[src/rtl/i3c_target_pkg.sv]
// Shared types and constants for the I3C/I2C target receive front end.
// Referenced by scoped name from the RTL and the testbench.

`default_nettype none

package i3c_target_pkg;

  // Result of matching a received address against the configured ones
  typedef enum logic [1:0] {
    ADDR_NONE      = 2'd0,
    ADDR_STATIC    = 2'd1,
    ADDR_DYNAMIC   = 2'd2,
    ADDR_BROADCAST = 2'd3
  } addr_kind_e;

  // Address receiver FSM
  typedef enum logic {
    RX_IDLE = 1'b0,
    RX_ADDR = 1'b1
  } rx_state_e;

  // APB register byte offsets
  localparam logic [7:0] REG_CTRL         = 8'h00;
  localparam logic [7:0] REG_STATIC_ADDR  = 8'h04;
  localparam logic [7:0] REG_DYNAMIC_ADDR = 8'h08;
  localparam logic [7:0] REG_STATUS       = 8'h0C;

  // Field positions inside the registers
  localparam int unsigned CTRL_EN_BIT    = 0;
  localparam int unsigned ADDR_VALID_BIT = 31;

  // I3C broadcast address, always accepted
  localparam logic [6:0] BROADCAST_ADDR = 7'h7E;

endpackage

`default_nettype wire

[src/rtl/bus_event_if.sv]
// Synchronized bus conditions from the bus monitor to the address receiver.
// All event fields are single-cycle pulses aligned with the sda level.

`default_nettype none

interface bus_event_if;

  logic start;
  logic rstart;
  logic stop;
  logic scl_rise;
  // Synchronized SDA, aligned with the pulses
  logic sda;

  modport mon (
    output start, rstart, stop, scl_rise, sda
  );

  modport rcv (
    input start, rstart, stop, scl_rise, sda
  );

endinterface

`default_nettype wire

[src/rtl/addr_cfg_if.sv]
// Configured target addresses from the register block to the address receiver.
// Values are static levels held by the registers.

`default_nettype none

interface addr_cfg_if;

  logic [6:0] sta_addr;
  logic       sta_valid;
  logic [6:0] dyn_addr;
  logic       dyn_valid;

  modport regs (
    output sta_addr, sta_valid, dyn_addr, dyn_valid
  );

  modport rcv (
    input sta_addr, sta_valid, dyn_addr, dyn_valid
  );

endinterface

`default_nettype wire

[src/rtl/target_regs.sv]
// APB register block of the target front end.
// Holds enable, static and dynamic address, and the last captured address byte.
// Zero wait states; writes and read data take effect in the access cycle.

`default_nettype none

module target_regs #(
  parameter int unsigned ApbAddrWidth = 8
) (
  input  wire                    clk_i,
  input  wire                    rst_n_i,

  input  wire                    psel_i,
  input  wire                    penable_i,
  input  wire                    pwrite_i,
  input  wire [ApbAddrWidth-1:0] paddr_i,
  input  wire [31:0]             pwdata_i,
  output logic [31:0]            prdata_o,
  output logic                   pready_o,
  output logic                   pslverr_o,

  addr_cfg_if.regs               cfg,
  output logic                   enable_o,

  input  wire [7:0]              last_addr_i,
  input  wire                    last_addr_we_i
);

  localparam logic [ApbAddrWidth-1:0] OffCtrl   = ApbAddrWidth'(i3c_target_pkg::REG_CTRL);
  localparam logic [ApbAddrWidth-1:0] OffStatic =
    ApbAddrWidth'(i3c_target_pkg::REG_STATIC_ADDR);
  localparam logic [ApbAddrWidth-1:0] OffDynamic =
    ApbAddrWidth'(i3c_target_pkg::REG_DYNAMIC_ADDR);
  localparam logic [ApbAddrWidth-1:0] OffStatus = ApbAddrWidth'(i3c_target_pkg::REG_STATUS);

  logic       access;
  logic       wr_en;
  logic       sel_ctrl;
  logic       sel_sta;
  logic       sel_dyn;
  logic       sel_status;
  logic       mapped;

  logic       ctrl_en_q;
  logic [6:0] sta_addr_q;
  logic       sta_valid_q;
  logic [6:0] dyn_addr_q;
  logic       dyn_valid_q;
  logic [7:0] status_q;

  assign access     = psel_i & penable_i;
  assign wr_en      = access & pwrite_i;

  assign sel_ctrl   = (paddr_i == OffCtrl);
  assign sel_sta    = (paddr_i == OffStatic);
  assign sel_dyn    = (paddr_i == OffDynamic);
  assign sel_status = (paddr_i == OffStatus);
  assign mapped     = sel_ctrl | sel_sta | sel_dyn | sel_status;

  always_ff @(posedge clk_i or negedge rst_n_i) begin
    if (!rst_n_i) begin
      ctrl_en_q   <= 1'b0;
      sta_addr_q  <= '0;
      sta_valid_q <= 1'b0;
      dyn_addr_q  <= '0;
      dyn_valid_q <= 1'b0;
      status_q    <= '0;
    end else begin
      if (wr_en && sel_ctrl) begin
        ctrl_en_q <= pwdata_i[i3c_target_pkg::CTRL_EN_BIT];
      end
      if (wr_en && sel_sta) begin
        sta_addr_q  <= pwdata_i[6:0];
        sta_valid_q <= pwdata_i[i3c_target_pkg::ADDR_VALID_BIT];
      end
      if (wr_en && sel_dyn) begin
        dyn_addr_q  <= pwdata_i[6:0];
        dyn_valid_q <= pwdata_i[i3c_target_pkg::ADDR_VALID_BIT];
      end
      // Status is hardware-owned
      if (last_addr_we_i) begin
        status_q <= last_addr_i;
      end
    end
  end

  always_comb begin
    prdata_o = '0;
    if (sel_ctrl) begin
      prdata_o[i3c_target_pkg::CTRL_EN_BIT] = ctrl_en_q;
    end else if (sel_sta) begin
      prdata_o[6:0]                            = sta_addr_q;
      prdata_o[i3c_target_pkg::ADDR_VALID_BIT] = sta_valid_q;
    end else if (sel_dyn) begin
      prdata_o[6:0]                            = dyn_addr_q;
      prdata_o[i3c_target_pkg::ADDR_VALID_BIT] = dyn_valid_q;
    end else if (sel_status) begin
      prdata_o[7:0] = status_q;
    end
  end

  assign pready_o  = 1'b1;
  // Unmapped offsets and status writes are errors
  assign pslverr_o = access & (~mapped | (pwrite_i & sel_status));

  assign enable_o      = ctrl_en_q;
  assign cfg.sta_addr  = sta_addr_q;
  assign cfg.sta_valid = sta_valid_q;
  assign cfg.dyn_addr  = dyn_addr_q;
  assign cfg.dyn_valid = dyn_valid_q;

endmodule

`default_nettype wire

[src/rtl/bus_monitor.sv]
// Synchronizes SCL/SDA and detects START, repeated START, STOP and SCL rise.
// Event pulses are registered and last one clock cycle.

`default_nettype none

module bus_monitor #(
  parameter int unsigned SyncStages = 2
) (
  input  wire      clk_i,
  input  wire      rst_n_i,
  input  wire      enable_i,
  input  wire      scl_i,
  input  wire      sda_i,
  bus_event_if.mon ev,
  output logic     bus_start_o,
  output logic     bus_rstart_o,
  output logic     bus_stop_o
);

  // Top bit is the previous synchronized sample
  logic [SyncStages:0] scl_pipe_q;
  logic [SyncStages:0] sda_pipe_q;

  logic scl_s;
  logic scl_prev;
  logic sda_s;
  logic sda_prev;
  logic start_cond;
  logic stop_cond;
  logic scl_rise;

  logic xfer_open_q;
  logic start_q;
  logic rstart_q;
  logic stop_q;
  logic scl_rise_q;

  // Idle bus is high, so reset to ones to avoid false edges
  always_ff @(posedge clk_i or negedge rst_n_i) begin
    if (!rst_n_i) begin
      scl_pipe_q <= '1;
      sda_pipe_q <= '1;
    end else begin
      scl_pipe_q <= {scl_pipe_q[SyncStages-1:0], scl_i};
      sda_pipe_q <= {sda_pipe_q[SyncStages-1:0], sda_i};
    end
  end

  assign scl_s    = scl_pipe_q[SyncStages-1];
  assign scl_prev = scl_pipe_q[SyncStages];
  assign sda_s    = sda_pipe_q[SyncStages-1];
  assign sda_prev = sda_pipe_q[SyncStages];

  // SDA edges only count while SCL stays high
  assign start_cond = enable_i & scl_s & scl_prev & sda_prev & ~sda_s;
  assign stop_cond  = enable_i & scl_s & scl_prev & ~sda_prev & sda_s;
  assign scl_rise   = enable_i & ~scl_prev & scl_s;

  always_ff @(posedge clk_i or negedge rst_n_i) begin
    if (!rst_n_i) begin
      xfer_open_q <= 1'b0;
      start_q     <= 1'b0;
      rstart_q    <= 1'b0;
      stop_q      <= 1'b0;
      scl_rise_q  <= 1'b0;
    end else begin
      start_q    <= start_cond & ~xfer_open_q;
      rstart_q   <= start_cond & xfer_open_q;
      stop_q     <= stop_cond;
      scl_rise_q <= scl_rise;
      if (!enable_i || stop_cond) begin
        xfer_open_q <= 1'b0;
      end else if (start_cond) begin
        xfer_open_q <= 1'b1;
      end
    end
  end

  assign ev.start    = start_q;
  assign ev.rstart   = rstart_q;
  assign ev.stop     = stop_q;
  assign ev.scl_rise = scl_rise_q;
  // One stage later than sda_s, lines up with the registered pulses
  assign ev.sda      = sda_prev;

  assign bus_start_o  = start_q;
  assign bus_rstart_o = rstart_q;
  assign bus_stop_o   = stop_q;

endmodule

`default_nettype wire

[src/rtl/addr_receiver.sv]
// Shifts in the first byte after a START or repeated START, MSB first.
// Reports the byte with RnW and classifies it against the configured addresses.
// Result is valid for one cycle after the eighth SCL rise.

`default_nettype none

module addr_receiver (
  input  wire                        clk_i,
  input  wire                        rst_n_i,
  bus_event_if.rcv                   ev,
  addr_cfg_if.rcv                    cfg,
  output logic [7:0]                 bus_addr_o,
  output logic                       bus_addr_valid_o,
  output i3c_target_pkg::addr_kind_e addr_kind_o,
  output logic                       addr_hit_o
);

  i3c_target_pkg::rx_state_e  state_q;
  logic [2:0]                 bit_cnt_q;
  logic [6:0]                 shift_q;
  logic [7:0]                 byte_d;
  logic [6:0]                 addr_d;
  i3c_target_pkg::addr_kind_e kind_d;

  // Byte as it would be after taking the current bit
  assign byte_d = {shift_q, ev.sda};
  assign addr_d = byte_d[7:1];

  // Broadcast first, then dynamic; static only until a dynamic address is assigned
  always_comb begin
    if (addr_d == i3c_target_pkg::BROADCAST_ADDR) begin
      kind_d = i3c_target_pkg::ADDR_BROADCAST;
    end else if (cfg.dyn_valid && (addr_d == cfg.dyn_addr)) begin
      kind_d = i3c_target_pkg::ADDR_DYNAMIC;
    end else if (cfg.sta_valid && !cfg.dyn_valid && (addr_d == cfg.sta_addr)) begin
      kind_d = i3c_target_pkg::ADDR_STATIC;
    end else begin
      kind_d = i3c_target_pkg::ADDR_NONE;
    end
  end

  always_ff @(posedge clk_i) begin
    if ((state_q == i3c_target_pkg::RX_ADDR) && ev.scl_rise) begin
      shift_q <= byte_d[6:0];
    end
  end

  always_ff @(posedge clk_i or negedge rst_n_i) begin
    if (!rst_n_i) begin
      state_q          <= i3c_target_pkg::RX_IDLE;
      bit_cnt_q        <= '0;
      bus_addr_valid_o <= 1'b0;
      bus_addr_o       <= '0;
      addr_kind_o      <= i3c_target_pkg::ADDR_NONE;
    end else begin
      bus_addr_valid_o <= 1'b0;
      if (ev.start || ev.rstart) begin
        state_q   <= i3c_target_pkg::RX_ADDR;
        bit_cnt_q <= '0;
      end else if (ev.stop) begin
        // Abandon a partial byte
        state_q <= i3c_target_pkg::RX_IDLE;
      end else if ((state_q == i3c_target_pkg::RX_ADDR) && ev.scl_rise) begin
        bit_cnt_q <= bit_cnt_q + 3'd1;
        if (bit_cnt_q == 3'd7) begin
          state_q          <= i3c_target_pkg::RX_IDLE;
          bus_addr_valid_o <= 1'b1;
          bus_addr_o       <= byte_d;
          addr_kind_o      <= kind_d;
        end
      end
    end
  end

  assign addr_hit_o = (addr_kind_o != i3c_target_pkg::ADDR_NONE);

endmodule

`default_nettype wire

[src/rtl/i3c_target_front.sv]
// Receive front end of an I3C/I2C target that only observes the bus.
// Pipeline: bus monitor, address receiver, APB register block.
// Bus events appear SyncStages+1 cycles after the bus edge.

`default_nettype none

module i3c_target_front #(
  parameter int unsigned ApbAddrWidth = 8,
  parameter int unsigned SyncStages   = 2
) (
  input  wire                        clk_i,
  input  wire                        rst_n_i,

  // APB slave
  input  wire                        psel_i,
  input  wire                        penable_i,
  input  wire                        pwrite_i,
  input  wire [ApbAddrWidth-1:0]     paddr_i,
  input  wire [31:0]                 pwdata_i,
  output logic [31:0]                prdata_o,
  output logic                       pready_o,
  output logic                       pslverr_o,

  // I2C/I3C bus, observed only
  input  wire                        scl_i,
  input  wire                        sda_i,

  output logic                       bus_start_o,
  output logic                       bus_rstart_o,
  output logic                       bus_stop_o,
  output logic [7:0]                 bus_addr_o,
  output logic                       bus_addr_valid_o,
  output i3c_target_pkg::addr_kind_e addr_kind_o,
  output logic                       addr_hit_o
);

  logic target_en;

  bus_event_if bus_ev ();
  addr_cfg_if  addr_cfg ();

  target_regs #(
    .ApbAddrWidth (ApbAddrWidth)
  ) u_target_regs (
    .clk_i          (clk_i),
    .rst_n_i        (rst_n_i),
    .psel_i         (psel_i),
    .penable_i      (penable_i),
    .pwrite_i       (pwrite_i),
    .paddr_i        (paddr_i),
    .pwdata_i       (pwdata_i),
    .prdata_o       (prdata_o),
    .pready_o       (pready_o),
    .pslverr_o      (pslverr_o),
    .cfg            (addr_cfg.regs),
    .enable_o       (target_en),
    .last_addr_i    (bus_addr_o),
    .last_addr_we_i (bus_addr_valid_o)
  );

  bus_monitor #(
    .SyncStages (SyncStages)
  ) u_bus_monitor (
    .clk_i        (clk_i),
    .rst_n_i      (rst_n_i),
    .enable_i     (target_en),
    .scl_i        (scl_i),
    .sda_i        (sda_i),
    .ev           (bus_ev.mon),
    .bus_start_o  (bus_start_o),
    .bus_rstart_o (bus_rstart_o),
    .bus_stop_o   (bus_stop_o)
  );

  addr_receiver u_addr_receiver (
    .clk_i            (clk_i),
    .rst_n_i          (rst_n_i),
    .ev               (bus_ev.rcv),
    .cfg              (addr_cfg.rcv),
    .bus_addr_o       (bus_addr_o),
    .bus_addr_valid_o (bus_addr_valid_o),
    .addr_kind_o      (addr_kind_o),
    .addr_hit_o       (addr_hit_o)
  );

endmodule

`default_nettype wire

[config.mk]
export PLATFORM = sky130hd
export DESIGN_NAME = i3c_target_front
export DESIGN_NICKNAME = d
export VERILOG_FILES = /design/src/rtl/i3c_target_pkg.sv /design/src/rtl/bus_event_if.sv /design/src/rtl/addr_cfg_if.sv /design/src/rtl/target_regs.sv /design/src/rtl/bus_monitor.sv /design/src/rtl/addr_receiver.sv /design/src/rtl/i3c_target_front.sv
export SDC_FILE = /design/constraint.sdc
export NUM_CORES = 1
export LEC_CHECK = 0
export CAP_MARGIN = 20
export CORE_ASPECT_RATIO = 1.1
export CORE_MARGIN = 2
export CORE_UTILIZATION = 60
export DETAILED_ROUTE_END_ITERATION = 12
export DONT_BUFFER_PORTS = 1
export PLACE_DENSITY = 0.75
export SETUP_SLACK_MARGIN = 0.2
export SYNTH_ARGS = -nofsm -noshare
export SYNTH_HDL_FRONTEND = slang
export SYNTH_SLANG_ARGS = --single-unit
[constraint.sdc]
create_clock -name clk_i -period 2.1 [get_ports clk_i]
set_input_delay 0.21 -clock clk_i [delete_from_list [all_inputs] [get_ports clk_i]]
set_output_delay 0.21 -clock clk_i [all_outputs]
set_load 0.05 [all_outputs]
-- Yosys cells after proc, flatten, opt, wreduce, memory -nomap -nowiden
Cells that the tools add are included.
- add/sub/neg operators: 1
- equal/unequal tests: 8
- muxes and demuxes: 26
- bitwise logic cells: 25
- reduce and logical (&&, ||, !) cells: 20
- operators with widths (operator ; number):
    two-way mux 7 bit ; 3
    two-way mux 1 bit ; 17
    == test 8 x 4 -> 1 bit, second input constant ; 2
    bitwise AND 1 bit ; 14
    == test 7 bit ; 2
    two-way mux 3 bit ; 3
    == test 8 x 3 -> 1 bit, second input constant ; 1
    zero test 8 bit ; 1
    two-way mux 8 bit ; 1
    == test 7 bit, second input constant ; 1
    logical AND 1 bit ; 7
    inverter 1 bit ; 7
    nonzero test 2 bit ; 3
    nonzero test 3 bit ; 2
    two-way mux 2 bit ; 2
    bitwise OR 1 bit ; 4
    AND reduction 2 bit ; 2
    AND reduction 4 bit ; 1
    adder 3 x 1 -> 3 bit, second input constant ; 1
    == test 3 bit, second input constant ; 1
    zero test 1 bit ; 2
    logical OR 1 bit ; 2
    != test 2 x 1 -> 1 bit, second input constant ; 1
- register bits after elaboration: 58
- input port bits: 47
- word-level logic and storage cells: 99

-- Depth between registers and ports, before layout
- depth in word-level cells: 7
- depth in mapped cells: 7
- gate-level depth less buffers: 6

-- By module
Synthesis repeated with hierarchy kept, for this count alone.
- cells, all modules: 235
- area total of the unflattened synthesis: 2862.7 sq um
- modules (own cells, without submodules) (module ; instances ; cells an instance ; area an instance (sq um) ; seq. area each (sq um)):
    target_regs ; 1 ; 119 ; 1447.6 ; 625.6
    addr_receiver ; 1 ; 90 ; 1032.2 ; 585.6
    bus_monitor ; 1 ; 26 ; 382.9 ; 282.8

-- Worst setup path before layout
OpenSTA, ideal clock, no wires.
- kind: input to output
- start point: in psel_i
- end point: out pslverr_o
- data arrival time: 1.705 ns
- required time: 1.890 ns
- slack: 0.185 ns
- stages: 2
- path buffers: 0
- cells stage by stage: and2_0 -> a21boi_0
- cells in the longest elaborated chain, start to end: 2
- RTL lines (item ; RTL line ; source):
    start, declared ; i3c_target_front.sv:15 ; input wire psel_i,
    bitwise AND 1 bit ; target_regs.sv:51 ; assign access = psel_i & penable_i;
    bitwise AND 1 bit ; target_regs.sv:104 ; assign pslverr_o = access & (~mapped | (pwrite_i & sel_status));
    end, declared ; i3c_target_front.sv:22 ; output logic pslverr_o,
No other way between the ends.

-- Final worst setup path
- start point: reg u_target_regs.ctrl_en_q, in the netlist u_target_regs.enable_o
- end point: out prdata_o[0]
- cells in the longest elaborated chain, start to end: 1
- RTL lines (item ; RTL line ; source):
    start, declared ; target_regs.sv:44 ; logic ctrl_en_q;
    start signal, assigned ; target_regs.sv:70 ; ctrl_en_q <= pwdata_i[i3c_target_pkg::CTRL_EN_BIT];
    two-way mux 1 bit ; target_regs.sv:89 ; if (sel_ctrl) begin
    end, declared ; i3c_target_front.sv:20 ; output logic [31:0] prdata_o,
No other way between the ends.

==> impl_results.md <==
- Post-Layout Cell Count: 315
- CTS clk-pin slew, worst paths: 0.06 ns
- Highest-count cells in the layout ignoring fill and taps: 45 x dfrtp_1, 30 x mux2_2, 29 x nand2_1
- Clock Tree Buf Depth: 2
- Vias post-DR: 1654
- Post CTS Setup Buffer Count: 0
- Comb power frac: 7.2%
- Power per cell area: 741 nW/um^2
- Global Route Usage Sum: 22.4%
- Via/cell ratio: 5.25
- Critical R2R Launch: u_bus_monitor.bus_stop_o
- Die Ht: 75.4 um
- Initial Utilization: 63.5%
- Die Wd: 68.9 um
- Num CTS Buffers: 9
- Leak Pwr: 1.46 nW
- Seq cells post-synth: 58
- Commonest non-fill, non-tap cell in the layout: dfrtp_1
- FMAX: 0.571 GHz
- N_diodes: 0
- Core ar.: 4380 um^2
- Clock share of power: 42.5%
- Netlist cell types: 41
- Mean Syn Cell Area: 12.0 um^2
- Max incr delay on CP: 0.47 ns
- Slew HR: 65.5%
- Worst slew pin tran: 0.517 ns
- Post-detailed-route DRC marker count: 0
- Placed Instances: 291
- First-pass GRT wire length: 7830 um
- Startpoint Class: register
- Per-cell routed wire length: 16.1 um
- Sink Count: 58
- Nets: 305
- CTS resizes: 0
- Critical path arrival: 1.54 ns
- Initial antenna violation count: 0
- GPL Wtd Cong: 0.808
- Cell area after synthesis: 2780 um^2
- Crit. Startpoint: u_target_regs.enable_o
- Row cnt: 25
- Final ANT Viol Nets: 0
- Critical path capture point type: output port
- Crit path required time: 1.89 ns
- Critical path, cell by cell: mux4_2, and2_2
- Synth warn: 0
- Max-slew violation count: 0
- Worst min path class: in2reg
- Net Sw Frac: 23.7%
- CP max FO: 5
- Final Cycle Share: 83.4%
- Buffers plus inverters on the worst setup path: 0
- Worst skew pair latency: 0.34 ns
- Status: complete, no violations
- Post-route cell area: 3110 um^2
- Cells after Synth: 231
- Cts hold-fix bufs: 4
- H-tree depth: 3
- Minimum clock period: 1.75 ns
- RSZ-0062 raised after global routing: false
- TritonCTS clock tree: done
- Ys flop type: dfrtp_1
- Layout cells sized above 1: 28.4%
- Post-route setup TNS: 0 ns
- Drt first pass iters: 4
- Clock Skew: 0.00810 ns
- Ports: 96
- # Max-Cap Violations: 0
- Wirelength, routed: 5060 um
- Count of final setup violators: 0
- IO Port Bufs: 0
- Hold Vio Cnt, Final: 0
- DR iter-0 viols: 55
- Peak supply drop: 521 uV
- Placed Area: 2830 um^2
- Via count of the first global-routing pass: 1604
- Largest net degree at the start of global routing: 52
- Synth-to-layout area growth: 11.9%
- Slowest-stage cell, CP: mux4_2
- Grt total ovfl: 0
- Family with the most delay on the worst path: multiplexers
- WS Path Type: reg2out
- Hold slack: 0.0243 ns
- Internal power: 1.76 mW
- DIE AREA: 5200 um^2
- Seq pwr share: 50.4%
- DP Wirelength: 3650 um
- Post-synthesis sequential area ratio: 53.7%
- Post-synth ARST share: 87.9%
- Hold_sp: pwdata_i[31]
- Sw power: 547 uW
- EDFF count, synth: 7
- Root buf cell: clkbuf_8
[per-layer routing]
layer	GRT usage, %	wire (um)	vias to the layer above
li1	-	-	799
met1	27.0	2060	797
met2	34.6	2670	52
met3	10.3	258	6
met4	9.80	74	0
met5	0	0	-
[synth_stat cells (3+ instances only)]
master    instances  share of area [%]
a22oi_1           7                1.9
buf_2             3               0.54
buf_4            25                6.7
dfrtp_1          45                 40
dfstp_2           6                5.7
edfxtp_1          7                7.6
mux2_2           30                 12
nand2_1          29                3.9
nand3_1           3               0.54
nand3b_1          3               0.81
nand4_1           4               0.90
nor2_1           14                1.9
nor3_1            3               0.54
o21ai_0           3               0.54
xnor2_1          13                4.1
[kinds of logic after synthesis]
group / synth area share, %
AOI/OAI and AO/OA: 3.55
and+or+nand+nor: 14.8
DFF: 53.7
muxes: 14.2
buffers and inverters: 7.87
xor gates and xnor gates: 4.72
other: 0.270
adders and majority gates: 0.899
[layout make-up]
class,count,area (um^2)
fillers,316,1270
well taps,54,67.6
clock buffers,13,149
inverters,2,7.51
repair buffers,22,203
multi-input cells,163,1150
flip-flops and latches,58,1490
clock inverters,3,40.0
[worst reg2reg max path, cell delays in order, from the launching register on]
cell     delay [ns]
dfrtp_1        0.37
and3b_1        0.37
nand3_4        0.18
inv_2          0.21
o21ai_0        0.16
o22a_1         0.20
[final timing paths]
check / endpoint / slack (ns) / cells past startpoint
min in group asynchronous: u_addr_receiver.bus_addr_o[5] / 0.38 / 2
hold / removal: u_target_regs.cfg.sta_valid / 0.02 / 1
setup / recovery: prdata_o[0] / 0.35 / 2
setup reg to reg: u_addr_receiver.addr_kind_o[0] / 0.50 / 5
max in group asynchronous: u_bus_monitor.scl_pipe_q[1] / 1.44 / 2
hold reg to reg: u_bus_monitor.sda_pipe_q[1] / 0.36 / 0
[power groups by stage]
| stage | clock (mW) | combinational (mW) | sequential, mW |
|---|---|---|---|
| final | 0.980 | 0.166 | 1.16 |
| after global routing | 1.07 | 0.178 | 1.16 |
| after CTS | 1.01 | 0.160 | 1.16 |
| after detailed placement | 0 | 0.130 | 1.18 |
| after global placement | 0 | 0.129 | 1.18 |
| after floorplan | 0 | 0.165 | 1.18 |
[state kept, by name (all words and copies together) (netlist names)]
register / count
u_bus_monitor.ev.scl_rise: 1
u_target_regs.cfg.dyn_addr: 7
u_target_regs.cfg.dyn_valid: 1
u_bus_monitor.xfer_open_q: 1
u_addr_receiver.bus_addr_valid_o: 1
u_addr_receiver.state_q: 1
u_bus_monitor.bus_stop_o: 1
u_addr_receiver.bit_cnt_q: 3
u_addr_receiver.addr_kind_o: 2
u_target_regs.cfg.sta_addr: 7
u_addr_receiver.bus_addr_o: 8
u_bus_monitor.bus_start_o: 1
u_target_regs.cfg.sta_valid: 1
u_bus_monitor.scl_pipe_q: 3
u_target_regs.status_q: 8
u_addr_receiver.addr_d: 7
u_target_regs.enable_o: 1
u_bus_monitor.sda_pipe_q: 3
u_bus_monitor.bus_rstart_o: 1
[through the flow]
step           worst slack [ns]  power, mW  util [%]
3_3_place_gp              0.547       1.31      64.5
2_1_floorplan             0.489       1.34         -
3_5_place_dp              0.503       1.31      64.5
4_1_cts                   0.328       2.33      70.2
5_1_grt                   0.279       2.41      71.1
6_report                  0.349       2.31      71.1
(Power assumes the default switching activity.)
